`src/source/ramio_pkg.sv`:
```
`default_nettype none

package ramio_pkg;

  // ----------------------------------------
  // widths with a meaning
  // ----------------------------------------
  typedef logic [31:0] word_t;     // core address or data word
  typedef logic [7:0]  byte_t;     // uart and led byte
  typedef logic [63:0] beat_t;     // one burst beat
  typedef logic [20:0] br_addr_t;  // burst ram byte address

  // ----------------------------------------
  // access types from the core
  // ----------------------------------------
  typedef enum logic [1:0] {
    wt_none,
    wt_byte,
    wt_half,
    wt_word
  } write_type_t;

  // plain byte/half sign-extend, _u variants zero-extend
  typedef enum logic [2:0] {
    rt_none,
    rt_byte,
    rt_half,
    rt_word,
    rt_byte_u,
    rt_half_u
  } read_type_t;

  // ----------------------------------------
  // memory-mapped i/o, top of address space
  // ----------------------------------------
  localparam word_t io_led_addr      = 32'hFFFF_FFFF;
  localparam word_t io_uart_out_addr = 32'hFFFF_FFFE;
  localparam word_t io_uart_in_addr  = 32'hFFFF_FFFD;

  // cache line geometry
  localparam int burst_beats = 4;   // beats per line
  localparam int line_bytes  = 32;  // bytes per line

endpackage

`default_nettype wire
```
`src/source/ramio_uart_rx.sv`:
```
`timescale 1ns/100ps
`default_nettype none

module ramio_uart_rx
  import ramio_pkg::*;
#(
  parameter int CLK_FREQ  = 30_000_000,
  parameter int BAUD_RATE = 115_200
) (
  input  wire  clk,
  input  wire  reset,
  input  wire  rx,
  input  wire  clear,
  output byte_t data,
  output logic full
);

  localparam int CYCLES_PER_BIT = CLK_FREQ / BAUD_RATE;
  localparam int TIMER_W        = $clog2(CYCLES_PER_BIT + 1);
  localparam logic [TIMER_W-1:0] BIT_END  = TIMER_W'(CYCLES_PER_BIT - 1);
  localparam logic [TIMER_W-1:0] HALF_END = TIMER_W'(CYCLES_PER_BIT / 2 - 1);

  typedef enum logic [1:0] {
    rx_idle,
    rx_start_bit,
    rx_data_bits,
    rx_stop_bit
  } rx_state_t;

  rx_state_t          state;
  logic [TIMER_W-1:0] timer;
  logic [2:0]         bit_ix;
  byte_t              shift;
  logic               rx_meta;
  logic               rx_sync;
  logic               bit_end;
  logic               stop_ok;

  assign bit_end = (timer == BIT_END);
  assign stop_ok = (state == rx_stop_bit) && bit_end && rx_sync;

  always_ff @(posedge clk) begin
    if (reset) begin
      rx_meta <= 1'b1;  // line idles high
      rx_sync <= 1'b1;
      state   <= rx_idle;
      timer   <= '0;
      bit_ix  <= '0;
      full    <= 1'b0;
    end else begin
      rx_meta <= rx;
      rx_sync <= rx_meta;
      case (state)
        rx_idle: begin
          timer <= '0;
          if (!rx_sync) state <= rx_start_bit;
        end
        rx_start_bit: begin
          // check start bit at its middle
          if (timer == HALF_END) begin
            timer  <= '0;
            bit_ix <= '0;
            state  <= rx_sync ? rx_idle : rx_data_bits;
          end else begin
            timer <= timer + 1'b1;
          end
        end
        rx_data_bits: begin
          if (bit_end) begin
            timer  <= '0;
            bit_ix <= bit_ix + 1'b1;
            if (bit_ix == 3'd7) state <= rx_stop_bit;
          end else begin
            timer <= timer + 1'b1;
          end
        end
        rx_stop_bit: begin
          if (bit_end) begin
            timer <= '0;
            state <= rx_idle;
          end else begin
            timer <= timer + 1'b1;
          end
        end
        default: state <= rx_idle;
      endcase
      if (stop_ok) full <= 1'b1;  // new byte wins over clear
      else if (clear) full <= 1'b0;
    end
  end

  always_ff @(posedge clk) begin
    if (state == rx_data_bits && bit_end) shift <= {rx_sync, shift[7:1]};
    if (stop_ok) data <= shift;
  end

endmodule

`default_nettype wire

```
`config.mk`:
```
export PLATFORM = sky130hd
export DESIGN_NAME = ramio_uart_rx
export DESIGN_NICKNAME = d
export VERILOG_FILES = /design/src/source/ramio_pkg.sv /design/src/source/ramio_uart_rx.sv
export SDC_FILE = /design/constraint.sdc
export NUM_CORES = 1
export LEC_CHECK = 0
export BUFFER_PORTS_ARGS = -buffer_cell sky130_fd_sc_hd__buf_2
export CORE_UTILIZATION = 40
export CTS_CLUSTER_SIZE = 25
export DETAILED_ROUTE_END_ITERATION = 10
export GPL_TIMING_DRIVEN = 1
export PLACE_DENSITY = 0.56
export SLEW_MARGIN = 20
export SYNTH_ARGS = -nofsm -noshare
export SYNTH_HDL_FRONTEND = slang
export SYNTH_SLANG_ARGS = --single-unit
```
`constraint.sdc`:
```
create_clock -name clk -period 2.6 [get_ports clk]
set_input_delay 0.13 -clock clk [delete_from_list [all_inputs] [get_ports clk]]
set_output_delay 0.13 -clock clk [all_outputs]
set_load 0.05 [all_outputs]
```
# Word-level counts from Yosys, hierarchy flattened
# Index checks and enable logic that the tools add are counted.
dict set report classes {
  n_addsub 2
  eq_ne 11
  n_mux 15
  n_reduce_logical 9
}
# op count
set op_table {}
lappend op_table {{case mux 9 bit (3 select lines)} 1}
lappend op_table {{two-way mux 9 bit} 2}
lappend op_table {{two-way mux 2 bit} 6}
lappend op_table {{!= test 2 bit (second input constant)} 5}
lappend op_table {{adder 9 x 1 -> 9 bit (second input constant)} 1}
lappend op_table {{== test 9 x 8 -> 1 bit (second input constant)} 1}
lappend op_table {{== test 9 bit (second input constant)} 1}
lappend op_table {{case mux 2 bit (4 select lines)} 1}
lappend op_table {{two-way mux 3 bit} 2}
lappend op_table {{case mux 3 bit (2 select lines)} 1}
lappend op_table {{AND reduction 5 bit} 1}
lappend op_table {{== test 2 bit (second input constant)} 2}
lappend op_table {{nonzero test 2 bit} 2}
lappend op_table {{adder 3 x 1 -> 3 bit (second input constant)} 1}
lappend op_table {{== test 3 bit (second input constant)} 1}
lappend op_table {{logical AND 1 bit} 3}
lappend op_table {{AND reduction 3 bit} 1}
lappend op_table {{== test 2 x 1 -> 1 bit (second input constant)} 1}
lappend op_table {{zero test 2 bit} 1}
lappend op_table {{two-way mux 1 bit} 2}
lappend op_table {{OR reduction 2 bit} 1}
dict set report totals {
  reg_bits 33
  inputBits 4
  output_inout_bits 9
  elab_cells 45
}

# Longest topological paths before layout
dict set report logic_depth {
  depth_word 4
  depth_mapped 7
  mapped_depth_nobuf 6
}

# Worst setup path before layout
# OpenSTA, ideal clock, no wires.
dict set report synth_path {
  path_type {reg2reg}
  from {register timer[2]}
  to {register shift[0], enable pin}
  setup_ps 395
  arrival_ps 1830
  required_time_ps 2205
  setup_slack_ps 376
  path_stages_with_launch 3
  path_buffers 0
  synth_period_minus_slack_ps 2224
  path_cell_list {dfxtp_1 -> or4_4 -> nor4_1}
}
dict set report synth_via {
  elab_chain_cells 2
}
# item line_no
set synth_lines {}
lappend synth_lines {{start: declaration} ramio_uart_rx.sv:31} ;# logic [TIMER_W-1:0] timer;
lappend synth_lines {{start signal: assignment} ramio_uart_rx.sv:65} ;# timer <= timer + 1'b1;
lappend synth_lines {{start signal: assignment} ramio_uart_rx.sv:74} ;# timer <= timer + 1'b1;
lappend synth_lines {{start signal: assignment} ramio_uart_rx.sv:82} ;# timer <= timer + 1'b1;
lappend synth_lines {{== test 9 bit} ramio_uart_rx.sv:39} ;# assign bit_end = (timer == BIT_END);
lappend synth_lines {{logical AND 1 bit} ramio_uart_rx.sv:93} ;# if (state == rx_data_bits && bit_end) shift <= {rx_sync, shift[7:1]};
lappend synth_lines {{end signal: assignment} ramio_uart_rx.sv:93}
lappend synth_lines {{end: declaration} ramio_uart_rx.sv:33} ;# byte_t shift;
# No other way between the ends.
# A chain may end at the register's enable or synchronous reset.

# Worst setup path in the final report
dict set report layout_path {
  from {register timer[2]}
  to {register data[3], enable pin}
}
dict set report layout_via {
  elab_chain_cells 3
}
# item line_no
set layout_lines {}
lappend layout_lines {{== test 9 bit} ramio_uart_rx.sv:39}
lappend layout_lines {{logical AND 1 bit (2 in a row)} ramio_uart_rx.sv:40} ;# assign stop_ok = (state == rx_stop_bit) && bit_end && rx_sync;
lappend layout_lines {{named net stop_ok} ramio_uart_rx.sv:37} ;# logic stop_ok;
lappend layout_lines {{end signal: assignment} ramio_uart_rx.sv:94} ;# if (stop_ok) data <= shift;
lappend layout_lines {{end: declaration} ramio_uart_rx.sv:14} ;# output byte_t data,
# The timed path passes the listed nets, and every way through them passes these cells.

==> flow_metrics.tcl <==
set metrics [dict create \
    die_h_um 59.4 \
    grt_max_degree 14 \
    dp_worst_setup_slack_ns 0.748 \
    yosysUniqueCellTypes 35 \
    critPathLaunchType "flop" \
    ys.flop_type "sky130_fd_sc_hd__dfxtp_1" \
    postSynthAreaPerCell_um2 12.7 \
    drc_errors 0 \
    max_cap_violations 0 \
    timing.critical_path.required_ns 2.64 \
    global_route.overflow_total 0 \
    num-nets-final 129 \
    route.detailed.vias_per_inst 4.80 \
    synth_seq_area_share 0.622 \
    finalSetupViolCount 0 \
    clk_transition_reported_paths_ns 0.10 \
    grt_setup_unrepaired "false" \
    synth.yosys.warnings 0 \
    synth_seq_cells 33 \
    path_max_fanout 9 \
    critical-path-max-stage-delay_ns 0.58 \
    synth_edf_count 16 \
    via_count 796 \
    syn-num-nets 112 \
    slew_violations 0 \
    hold_path.class "primary input to flop" \
    static-leakage-power_nw 0.559 \
    grt_usage 0.130 \
    finalWirelength_um 1940 \
    tns_setup_ns 0 \
    placeableCoreArea_um2 3100 \
    period_share 0.711 \
    result_of_the_run "complete, no violations" \
    port_buffers 12 \
    fraction_of_synthesis_flops_using_an_asynchronous_set_or_reset_pin 0 \
    power_density_nw_per_um2 670 \
    worst-slew-pin-transition_ns 0.443 \
    cts_tree "done" \
    ant_nets 0 \
    report.final.hold_viol_count 0 \
    detail_route.wl_per_cell_um 11.7 \
    setup.worst_path.class "flop to flop" \
    area_growth_pct 16.1 \
    detail_route.iter0.violations 15 \
    clock_insertion_delay_worst_skew_ns 0.33 \
    n_antenna_cell 0 \
    tritoncts.num_buffers 5 \
    global_route_wire_length_before_repair_um 3280 \
    clock-root-buffer "sky130_fd_sc_hd__clkbuf_4" \
    worst-path-buf-inv 0 \
    stdcell_count 166 \
    area_of_the_die_um2 3530 \
    initial_antenna_violation_count 0 \
    placed_cells_incl_taps 157 \
    timing.critical_path.slowest_stage_cell "sky130_fd_sc_hd__or4_4" \
    dieWidth_um 59.4 \
    place.gp.congestion 0.743 \
    initial_utilization 0.425 \
    fmax_ghz 0.541 \
    final_layout_size_suffix_gt1_frac 0.279 \
    vdd_drop_max_mv 0.475 \
    syn_inst_count 104 \
    drtPass1Iterations 4 \
    cell_area_after_synthesis_um2 1320 \
    worst_path_arrival_ns 1.89 \
    detailed_place_hpwl_um 1350 \
    bufs_on_longest_clock_path 2 \
    cp_cell_sequence "or4_4 > nor3_4 > and4_4" \
    critical_path.endpoint_type "flop" \
    rows 20 \
    io_pins 13 \
    finalPower_mw 1.03 \
    finalWorstPathRequiredPeriod_ns 1.85 \
    final_core_utilization 0.494 \
    grt_pass1_vias 762 \
    h-tree-depth 2 \
    finalClockSkew_ns 0.00557 \
    cts.sink_count 33 \
    post-route-worst-setup-slack_ns 0.751 \
    timing.max_slew.rel_slack 0.705 \
    critPathTopFamily "simple AND/OR/NAND/NOR gates" \
]
==> what timing repair did <==
| item | CTS | global route |
|---|---|---|
| hold buffers | 1 | 0 |
| gates resized for setup | 0 | 0 |
| buffers inserted | 0 | 0 |
| endpoints found under the hold margin | 1 | 0 |
==> cells in the mapped netlist (2+ instances only) <==
cell type                  instances  share of area
sky130_fd_sc_hd__nand2b_1          6          0.028
sky130_fd_sc_hd__edfxtp_1         16           0.36
sky130_fd_sc_hd__nor2_1           10          0.028
sky130_fd_sc_hd__nand3_1           4          0.015
sky130_fd_sc_hd__or2_2             2         0.0095
sky130_fd_sc_hd__a21oi_1           5          0.019
sky130_fd_sc_hd__a31o_2            3          0.020
sky130_fd_sc_hd__nand3b_1          2          0.011
sky130_fd_sc_hd__ha_1              4          0.038
sky130_fd_sc_hd__inv_1             2         0.0057
sky130_fd_sc_hd__buf_2             2         0.0076
sky130_fd_sc_hd__nor3b_1           2          0.011
sky130_fd_sc_hd__dfxtp_1          17           0.26
sky130_fd_sc_hd__nand4_1           2         0.0095
sky130_fd_sc_hd__xnor2_1           2          0.013
sky130_fd_sc_hd__xor2_1            6          0.040
==> registers in the layout, indices dropped and copies added (netlist names), named ones only <==
register	flops
data	8
timer	9
state	1
full	1
rx_sync	1
bit_ix	3
rx_meta	1
shift	8
==> layout by cell type (no fill, tap or decap), types with 2 or more instances in the layout <==
master | Yosys | layout
sky130_fd_sc_hd__buf_2 | 2 | 12
sky130_fd_sc_hd__xor2_1 | 6 | 6
sky130_fd_sc_hd__clkbuf_4 | 0 | 5
sky130_fd_sc_hd__ha_1 | 4 | 4
sky130_fd_sc_hd__edfxtp_1 | 16 | 16
sky130_fd_sc_hd__nand3_1 | 4 | 4
sky130_fd_sc_hd__nand2b_1 | 6 | 6
sky130_fd_sc_hd__nor3b_1 | 2 | 2
sky130_fd_sc_hd__inv_1 | 2 | 2
sky130_fd_sc_hd__nand3b_1 | 2 | 2
sky130_fd_sc_hd__xnor2_1 | 2 | 2
sky130_fd_sc_hd__nand4_1 | 2 | 2
sky130_fd_sc_hd__bufinv_16 | 0 | 2
sky130_fd_sc_hd__a31o_2 | 3 | 3
sky130_fd_sc_hd__or2_2 | 2 | 2
sky130_fd_sc_hd__nor2_1 | 10 | 10
sky130_fd_sc_hd__dfxtp_1 | 17 | 17
sky130_fd_sc_hd__a21oi_1 | 5 | 5
==> logic make-up after synthesis <==
group                      share of synthesized area
xor gates and xnor gates                      0.0531
AOI/OAI and AO/OA                             0.0788
adders and majority gates                     0.0380
DFF                                            0.622
and+or+nand+nor                                0.185
buffers and inverters                         0.0228
==> stage by stage <==
| stage | hold slack [ns] | cell area (um2) |
|---|---|---|
| after CTS | 0.0847 | 1530 |
| after global placement | 0.317 | 1420 |
| final | 0.0904 | 1530 |
| after global routing | 0.0955 | 1530 |
| after floorplan | 0.234 | 1320 |
| after detailed placement | 0.321 | 1420 |
==> cell type report <==
class | instances | area (um2)
clock buffer | 5 | 37.5
clock inverter | 3 | 65.1
fill | 309 | 1570
inverter | 2 | 7.51
multi-input combinational | 65 | 468
sequential | 33 | 821
tap | 44 | 55.1
timing repair buffer | 14 | 77.6
==> metal layers <==
layer | vias to the layer above | wire, um | track usage
met4 | 0 | 50 | 0.0714
met5 | - | 0 | 0
met2 | 13 | 859 | 0.202
li1 | 410 | - | -
met1 | 367 | 965 | 0.154
met3 | 6 | 65 | 0.0524
==> path summary, 6_finish.rpt <==
| kind | start | end | slack [ns] | depth (start not counted) |
|---|---|---|---|---|
| setup / recovery | timer[2]$_SDFF_PP0_ | data[3]$_DFFE_PP_ | 0.75 | 3 |
| hold / removal | reset | flop | 0.09 | 2 |
| setup reg to reg | timer[2]$_SDFF_PP0_ | data[3]$_DFFE_PP_ | 0.75 | 3 |
| hold reg to reg | rx_meta$_SDFF_PP1_ | rx_sync$_SDFF_PP1_ | 0.42 | 1 |
==> power breakdown <==
group / switching, mW / leakage, nW / internal (mW)
Combinational: 0.00646 / 0.223 / 0.00767
Sequential: 0.00308 / 0.281 / 0.542
Clock: 0.170 / 0.0552 / 0.298
Total: 0.179 / 0.559 / 0.847
(Power assumes the default switching activity.)
