[config.mk]
export PLATFORM = sky130hd
export DESIGN_NAME = ramio_uart_tx
export DESIGN_NICKNAME = d
export VERILOG_FILES = /design/src/source/ramio_pkg.sv /design/src/source/ramio_uart_tx.sv
export SDC_FILE = /design/constraint.sdc
export NUM_CORES = 1
export LEC_CHECK = 0
export BUFFER_PORTS_ARGS = -buffer_cell sky130_fd_sc_hd__buf_4
export CORE_UTILIZATION = 25
export DETAILED_ROUTE_END_ITERATION = 16
export HOLD_SLACK_MARGIN = 0.1
export PLACE_DENSITY_LB_ADDON = 0.3
export RECOVER_POWER = 25
export SETUP_SLACK_MARGIN = 0.2
export SYNTH_ARGS = -nofsm -noshare
export SYNTH_HDL_FRONTEND = slang
export SYNTH_SLANG_ARGS = --single-unit
[constraint.sdc]
create_clock -name clk -period 2.1 [get_ports clk]
set_clock_uncertainty 0.05 [all_clocks]
set_input_delay 0.21 -clock clk [delete_from_list [all_inputs] [get_ports clk]]
set_output_delay 0.21 -clock clk [all_outputs]
set_load 0.02 [all_outputs]
[src/source/ramio_pkg.sv]
`default_nettype none

package ramio_pkg;

  // ----------------------------------------
  // widths with a meaning
  // ----------------------------------------
  typedef logic [31:0] word_t;     // core address or data word
  typedef logic [7:0]  byte_t;     // uart and led byte
  typedef logic [63:0] beat_t;     // one burst beat
  typedef logic [20:0] br_addr_t;  // burst ram byte address

  // ----------------------------------------
  // access types from the core
  // ----------------------------------------
  typedef enum logic [1:0] {
    wt_none,
    wt_byte,
    wt_half,
    wt_word
  } write_type_t;

  // plain byte/half sign-extend, _u variants zero-extend
  typedef enum logic [2:0] {
    rt_none,
    rt_byte,
    rt_half,
    rt_word,
    rt_byte_u,
    rt_half_u
  } read_type_t;

  // ----------------------------------------
  // memory-mapped i/o, top of address space
  // ----------------------------------------
  localparam word_t io_led_addr      = 32'hFFFF_FFFF;
  localparam word_t io_uart_out_addr = 32'hFFFF_FFFE;
  localparam word_t io_uart_in_addr  = 32'hFFFF_FFFD;

  // cache line geometry
  localparam int burst_beats = 4;   // beats per line
  localparam int line_bytes  = 32;  // bytes per line

endpackage

`default_nettype wire
[src/source/ramio_uart_tx.sv]
`timescale 1ns/100ps
`default_nettype none

module ramio_uart_tx
  import ramio_pkg::*;
#(
  parameter int CLK_FREQ  = 30_000_000,
  parameter int BAUD_RATE = 115_200
) (
  input  wire        clk,
  input  wire        reset,
  input  wire        start,
  input  wire byte_t data,
  output logic       busy,
  output logic       tx
);

  localparam int CYCLES_PER_BIT = CLK_FREQ / BAUD_RATE;
  localparam int TIMER_W        = $clog2(CYCLES_PER_BIT + 1);
  localparam logic [TIMER_W-1:0] BIT_END = TIMER_W'(CYCLES_PER_BIT - 1);

  typedef enum logic [1:0] {
    tx_idle,
    tx_start_bit,
    tx_data_bits,
    tx_stop_bit
  } tx_state_t;

  tx_state_t          state;
  logic [TIMER_W-1:0] timer;
  logic [2:0]         bit_ix;
  byte_t              shift;
  logic               bit_end;

  assign bit_end = (timer == BIT_END);
  assign busy    = (state != tx_idle);

  always_ff @(posedge clk) begin
    if (reset) begin
      state  <= tx_idle;
      timer  <= '0;
      bit_ix <= '0;
    end else begin
      if (state == tx_idle || bit_end) timer <= '0;
      else timer <= timer + 1'b1;
      case (state)
        tx_idle:      if (start) state <= tx_start_bit;
        tx_start_bit: begin
          if (bit_end) begin
            bit_ix <= '0;
            state  <= tx_data_bits;
          end
        end
        tx_data_bits: begin
          if (bit_end) begin
            bit_ix <= bit_ix + 1'b1;
            if (bit_ix == 3'd7) state <= tx_stop_bit;
          end
        end
        tx_stop_bit:  if (bit_end) state <= tx_idle;
        default:      state <= tx_idle;
      endcase
    end
  end

  always_ff @(posedge clk) begin
    if (state == tx_idle && start) shift <= data;
    else if (state == tx_data_bits && bit_end) shift <= shift >> 1;  // lsb first
  end

  always_comb begin
    case (state)
      tx_start_bit: tx = 1'b0;
      tx_data_bits: tx = shift[0];
      default:      tx = 1'b1;  // idle and stop are mark
    endcase
  end

endmodule

`default_nettype wire

# [Word level (Yosys, flattened, before mapping)]
# Cells that the tools add are included.
[op_classes] addsub=2 reduce_logical=10 n_eq_ne=10 muxes=12
[op_table] op="$mux 8" count=2
[op_table] op="$mux 2" count=5
[op_table] op="$ne 2x2->1 const B" count=5
[op_table] op="$add 9x1->9 const B" count=1
[op_table] op="$eq 9x9->1 const B" count=1
[op_table] op="$pmux 2 s4" count=1
[op_table] op="$mux 3" count=2
[op_table] op="$pmux 3 s2" count=1
[op_table] op="$reduce_bool 2->1" count=3
[op_table] op="$reduce_and 5->1" count=1
[op_table] op="$eq 2x2->1 const B" count=2
[op_table] op="$add 3x1->3 const B" count=1
[op_table] op="$eq 3x3->1 const B" count=1
[op_table] op="$reduce_and 3->1" count=1
[op_table] op="$eq 2x1->1 const B" count=1
[op_table] op="$logic_and 1x1->1" count=2
[op_table] op="$logic_not 2->1" count=1
[op_table] op="$pmux 1 s2" count=1
[op_table] op="$reduce_or 2->1" count=1
[op_table] op="$logic_or 1x1->1" count=1
[word_totals] ff_bits=22 inputBits=11 output_inout_bits=2

# [Logic depth before layout (Yosys ltp)]
# Gate-level depths: netlist (run 1).
[logic_depth] depth_word=4 depth_mapped=7

# [Worst setup path before layout (run 1)]
# Ideal clock, no wire load.
[synth_path] path_type="register to register" from="reg timer[0]" to="reg shift[0], enable pin" path_stages_with_launch=6 path_slack_ps=364 n_path_buf=0 t_arrival_ps=1357 path_cell_list="dfxtp_1 > ha_1 > nor4bb_2 > and2_4 > nand2_1 > nand2_1"
[synth_between] elab_chain_len=3
[synth_lines] element="start: declaration" line_no="ramio_uart_tx.sv:30" source="logic [TIMER_W-1:0] timer;"
[synth_lines] element="start signal: assignment" line_no="ramio_uart_tx.sv:45" source="else timer <= timer + 1'b1;"
[synth_lines] element="$eq 9x9->1" line_no="ramio_uart_tx.sv:35" source="assign bit_end = (timer == BIT_END);"
[synth_lines] element="$logic_and 1x1->1" line_no="ramio_uart_tx.sv:68" source="else if (state == tx_data_bits && bit_end) shift <= shift >> 1;"
[synth_lines] element="$reduce_bool 2->1 (no source line)"
[synth_lines] element="end signal: assignment" line_no="ramio_uart_tx.sv:67" source="if (state == tx_idle && start) shift <= data;"
[synth_lines] element="end signal: assignment" line_no="ramio_uart_tx.sv:68"
[synth_lines] element="end: declaration" line_no="ramio_uart_tx.sv:32" source="byte_t shift;"
# Every way passes these cells.
# A chain may end at the register's enable or synchronous reset.

# [Final worst setup path (run 1)]
[layout_path] from="reg state[0]" to="reg shift[0] (data pin)"
[layout_between] elab_chain_len=3
[layout_lines] element="start: declaration" line_no="ramio_uart_tx.sv:29" source="tx_state_t state;"
[layout_lines] element="start signal: assignment" line_no="ramio_uart_tx.sv:40" source="state <= tx_idle;"
[layout_lines] element="start signal: assignment" line_no="ramio_uart_tx.sv:47" source="tx_idle: if (start) state <= tx_start_bit;"
[layout_lines] element="start signal: assignment" line_no="ramio_uart_tx.sv:51" source="state <= tx_data_bits;"
[layout_lines] element="$logic_not 2->1" line_no="ramio_uart_tx.sv:67"
[layout_lines] element="$logic_and 1x1->1" line_no="ramio_uart_tx.sv:67"
[layout_lines] element="$mux 8" line_no="ramio_uart_tx.sv:67"
# Every way passes these cells.

==> results.ini, run 1 <==
[synth]
yosys.area.top_type=dfxtp_1
yosysWarnings=0
syn_area_sq_um=1057
syn_area_per_cell_sq_um=11.13
synth_cell_types=29
yosys-top-cells-area=dfxtp_1 (27%), edfxtp_1 (23%), ha_1 (9.5%), mux2_2 (7.5%), xor2_1 (5.0%)
synth_top_area_share_pct=26.51
synth_nets=114
yosysSeqAreaShare_pct=49.23
syn_inst=95
ys_ff_latch=22

[placement]
gp_congestion=0.7517
port-buffer-count=12
dp_hpwl_mm=1.442
placed_cells=156

[final_layout]
syn2layout_area_growth_pct=19.05
regArea_sq_um=520.5
multiInputGateArea_sq_um=504.2
n_antenna_cell=0
fin_util_pct=31.24
drive_gt1_share_pct=26.13
layout.cells.non_filler=161
fillers=431
nets=131

[global_routing]
antenna_found_initial=0
grt_pass1_wl_mm=3.312
grt_pass1_vias=747
grt_max_degree=13
grtUsageTotal_pct=10.00
grt_overflow=0

[critical_path]
cp.arrival_ns=1.70
cp-start-kind=flip-flop
slowest_delay_ns=0.40
critPathKind=reg2reg
cp_max_fo=8
worst-endpoint-required_ns=2.06
ff2ff_path_depth=4
crit_slowest_cell=dfxtp_1
worstPathCellList=inv_1 -> ha_1 -> nand2_1 -> mux2_2
end_kind=flip-flop

[floorplanning]
placementRows=23
start_util_pct=26.24
fp.dieArea_sq_um=4493
core_sq_um=4029
die_w_um=67.03
ios=13
die_h_um=67.03

[timing]
fmax_ghz=0.5733
period_minus_slack_ns=1.744
tightest_slew_ns=0.3546
rsz0062_at_grt=false
finalSetupViolCount=0
slew-limit-headroom_pct=76.30
fin_worst_hold_slack_ns=0.2091
final_hold_viol_count=0
setup-tns-final_ns=0
fin_crit_sh_pct=83.06
report.final.slew_viol_count=0

[power]
leakagePower_nw=0.4803
ir_worst_vdd_v=0.0003770
finalPower_mw=1.316
power_per_cell_area_nw_per_um2=1045

[detailed_routing]
vias_per_cell=4.509
drc=0
vias=726
drtPass1Iterations=4
drtAntennaViolNets=0
wirelength_mm=1.896
drt-initial-drc-count=52
wl_per_cell_um=11.78

[worst_hold_path]
hold_path.class=in2reg
hold_depth=2

[clock_tree]
clk_pin_slew_ns=0.07
cts-htree-levels=1
numCtsBuffers=3
clkSinkCount=22
clk_latency_ns=0.25
root_buffer=clkbuf_8
cts_setup_buffers=0
clockBufferDepth=2
cts_tree=done

[flow_run]
drv_cap=0

[status]
outcome=finished clean

cells in the final DEF, fill, tap and decap left out, types with 2 or more instances in the layout:
master,Yosys,layout
nand3_1,4,4
nand2_1,5,4
nor2_1,13,13
inv_1,6,6
mux2_2,7,7
clkbuf_1,0,2
edfxtp_1,8,8
a21oi_1,2,2
ha_1,8,8
dfxtp_1,14,14
nand4_1,2,2
buf_4,1,12
a32oi_1,2,2
clkbuf_8,0,3
xor2_1,6,6
a21o_2,2,2
worst max-delay path, delay by kind of cell, from the launching register on:
family / cells / cell delay [ns]
DFF: 1 / 0.40
adders and majority gates: 1 / 0.25
buffers and inverters: 1 / 0.10
muxes: 1 / 0.39
and+or+nand+nor: 1 / 0.30
cells in the mapped netlist (all sizes together):
cell      n
ha        8
a2bb2oi   1
and2      1
a211oi    1
and4      1
xor2      6
or3       1
edfxtp    8
buf       2
xnor2     1
a21o      2
a32oi     2
nand4     2
nor4bb    1
a21oi     2
inv       6
nor3      1
and3      2
mux2      7
nand2     5
nor2     13
a311oi    1
nand3     4
nor4      1
dfxtp    14
o211ai    1
o21ai     1
routing by layer:
| metal | track usage, % | up-vias | share of wire [%] |
|---|---|---|---|
| li1 | - | 366 | - |
| met1 | 12.51 | 344 | 47 |
| met2 | 15.50 | 14 | 46 |
| met3 | 4.281 | 2 | 5.9 |
| met4 | 2.660 | 0 | 0.74 |
| met5 | 0 | - | 0 |
path summary, 6_finish.rpt:
path	from	endpoint	slack (ns)
worst min register to register	timer[0]	timer[0]	0.43
worst max-delay path	state[0]	shift[0]	0.36
worst max register to register	state[0]	shift[0]	0.36
worst min-delay path	data[5]	shift[5]	0.21
registers in the layout, summed over array words and instances (netlist names):
name,flops
shift,8
bit_ix,3
state,2
timer,9
report_power, final:
part           internal, mW  leakage, nW  total [mW]  switching (mW)
Sequential            0.553        0.190       0.593          0.0402
Clock                 0.135       0.0228       0.257           0.122
Combinational         0.195        0.268       0.465           0.270
Total                 0.883        0.480        1.32           0.433
cell families after synthesis:
| group | Yosys count | synth area share (%) |
|---|---|---|
| buffers and inverters | 8 | 3.905 |
| and+or+nand+nor | 32 | 16.33 |
| xor gates and xnor gates | 7 | 5.799 |
| adders and majority gates | 8 | 9.468 |
| muxes | 7 | 7.456 |
| AOI/OAI and AO/OA | 11 | 7.812 |
| DFF | 22 | 49.23 |
area by class of cell:
type	instances	share of cell area, %
flip-flops and latches	22	41.35
repair buffers	14	8.251
well taps	50	4.970
inverters	6	1.789
clock buffers	4	3.579
multi-input cells	65	40.06
repair_timing:
item,in CTS,in global routing
setup endpoints to repair,0,8
endpoints found under the hold margin,1,0
resized for setup,0,2
hold buffers,1,0
per-stage QoR:
step	area [sq um]	setup WS, ns
after floorplan	1057	0.3639
after global placement	1199	0.3050
after detailed placement	1199	0.2226
after CTS	1254	0.2148
after global routing	1259	0.2024
final	1259	0.3558
(Power assumes the default switching activity.)
==> run 2: changes to the inputs <==
- ABC_AREA: default -> 1
- clock period: 2.1 -> 1.8 ns (I/O delays scaled with it)
==> results.ini, run 2 <==
[status]
outcome=finished clean

[critical_path]
cp.arrival_ns=1.29
slowest_delay_ns=0.38
r2r-start=timer[0]
end_kind=output pin
worstPathCellList=inv_1 -> ha_1 -> nor2_4 -> inv_1 -> nand2_1 -> buf_4
cp_max_fo=4
cpMostUsedCell=inv_1
rr_endpoint=timer[5]
r2r_slack_ns=0.28
cp-start-kind=flip-flop
critPathKind=reg2out
crit_slowest_cell=dfxtp_4
worst-endpoint-required_ns=1.57
ff2ff_path_depth=6

[floorplanning]
die_h_um=68.93
ios=13
fp.dieArea_sq_um=4751
placementRows=23
core_sq_um=4144
die_w_um=68.93
start_util_pct=27.02

[worst_hold_path]
hold_path.class=in2reg
hp-start=data[7]
hold_depth=3
min_to=shift[7]

[timing]
fin_crit_sh_pct=84.39
fmax_ghz=0.6583
finalSetupViolCount=0
setup-tns-final_ns=0
rsz0062_at_grt=false
final_hold_viol_count=0
report.final.slew_viol_count=0
period_minus_slack_ns=1.519
tightest_slew_ns=0.3768
slew-limit-headroom_pct=74.81

[clock_tree]
root_buffer=clkbuf_8
cts-htree-levels=1
clockBufferDepth=2
numCtsBuffers=3
clk_pin_slew_ns=0.08
cts_tree=done
cts_setup_buffers=0
clkSinkCount=22
clk_latency_ns=0.27

[synth]
syn_area_per_cell_sq_um=8.818
synth_top_area_share_pct=25.03
syn_inst=127
synthFlopType=dfxtp_1
yosys.area.top_type=dfxtp_1
synth_enable_flop_cells=8
synthXorXnorAreaFrac_pct=3.128
synth_cell_types=18
yosysSeqAreaShare_pct=46.48
synth_nets=146
async_flop_share_pct=0
synth_mux_area_share_pct=7.039
synth_top_family_by_area=simple AND/OR/NAND/NOR gates
ys_ff_latch=22
ys_top_cells_by_count=nand2_1 (20), nor2_1 (18), inv_1 (17), dfxtp_1 (14), nand3_1 (10)
yosysWarnings=0
yosys.area_share.simple_pct=23.69
synth_fa_ha_area_share_pct=8.939
yosys-top-cells-area=dfxtp_1 (25%), edfxtp_1 (21%), ha_1 (8.9%), mux2_2 (7.0%), nand2_1 (6.7%)
syn_area_sq_um=1120
yosysMostFrequentCell=nand2_1
synth-compound-area-share_pct=3.687

[global_routing]
grt_pass1_wl_mm=3.512
grt_overflow=0
antenna_found_initial=0
grtUsageTotal_pct=10.10
grt_pass1_vias=784
grt_max_degree=14

[final_layout]
regArea_sq_um=528.0
n_antenna_cell=0
largest_register_ffs=9
final_area_sq_um=1389
final_cell_mix=nor2_1 (18), nand2_1 (17), inv_1 (16)
nets=164
drive_gt1_share_pct=27.78
syn2layout_area_growth_pct=24.02
final_common_cell=nor2_1
multiInputGateArea_sq_um=548.0
fillers=438
regMostFlops=timer
largest_registers=timer x9, shift x8, bit_ix x3

[detailed_routing]
wl_per_cell_um=10.30
drtPass1Iterations=4
drt-initial-drc-count=24
vias_per_cell=4.351
wirelength_mm=1.999
vias=844
drc=0
drtAntennaViolNets=0

[flow_run]
drv_cap=0

[placement]
place_area_sq_um=1272
gp_congestion=0.7368
port-buffer-count=12
dp_hpwl_mm=1.494

[power]
leakagePower_nw=0.5920
power_per_cell_area_nw_per_um2=1204
ir_worst_vdd_v=0.0003806
finalPower_mw=1.672

-- run 2: cell types whose count changed after synthesis, moves of 2 or more --
cell | before | now
a21o_2 | 2 | 0
a21oi_1 | 2 | 6
a32oi_1 | 2 | 0
inv_1 | 6 | 17
inv_2 | 0 | 4
nand2_1 | 5 | 20
nand3_1 | 4 | 10
nor2_1 | 13 | 18
nor2_2 | 0 | 4
xor2_1 | 6 | 4
-- run 2: worst max-delay path: cells and delay by family, from the launching register on --
family	cells	cell delay [ns]
adders and majority gates	1	0.21
and+or+nand+nor	2	0.16
buffers and inverters	3	0.27
DFF	1	0.38
-- run 2: what timing repair did --
| action | CTS | global route |
|---|---|---|
| gates resized for setup | 6 | 10 |
| hold endpoints to repair | 2 | 0 |
| setup endpoints to repair | 16 | 13 |
| pin swaps | 0 | 1 |
| hold buffers | 1 | 0 |
-- run 2: how the worst max path moves through the flow --
stage,from,to,slack (ns),depth (start not counted)
after floorplan,state[0],shift[0],0.29,4
after global placement,state[0],shift[5],0.14,4
after detailed placement,state[0],shift[4],0.09,4
after CTS,state[0],tx,0.20,6
after global routing,timer[0],timer[6],0.12,6
final,state[1],tx,0.28,6
-- run 2: cell families (layout without fill, tap and decap cells) --
logic type / after synthesis / after routing
buf+inv: 21 / 38
compound gates: 8 / 8
xor+xnor: 4 / 4
mux: 7 / 7
simple gates: 57 / 57
fa+ha+maj: 8 / 8
flops: 22 / 22
-- run 2: metal layers --
metal / wire length (um) / vias up / track usage [%]
met5: 0 / - / 0
met4: 34 / 0 / 3.827
met3: 82 / 5 / 2.138
met2: 968 / 11 / 17.23
met1: 913 / 387 / 12.32
li1: - / 441 / -
-- run 2: area by class of cell --
type	instances	area share, %
sequential	22	38.02
multi-input combinational	84	39.46
clock inverter	1	2.162
tap	50	4.505
inverter	21	5.676
clock buffer	3	2.973
timing repair buffer	13	7.207
-- run 2: per-stage QoR --
stage               instances  hold slack [ns]  utilization, %  worst slack, ns
floorplan                 127           0.1991               -           0.2867
global placement          189           0.3151           30.71           0.1392
detailed placement        189           0.3205           30.71          0.08565
CTS                       194           0.1534           33.06           0.2016
global route              194           0.1573           33.51           0.1169
finish                    194           0.1589           33.51           0.2810
-- run 2: power breakdown --
group	internal [mW]	total (mW)	switching, mW
sequential	0.645	0.693	0.0473
combinational	0.225	0.518	0.294
clock	0.297	0.461	0.164
total	1.17	1.67	0.505
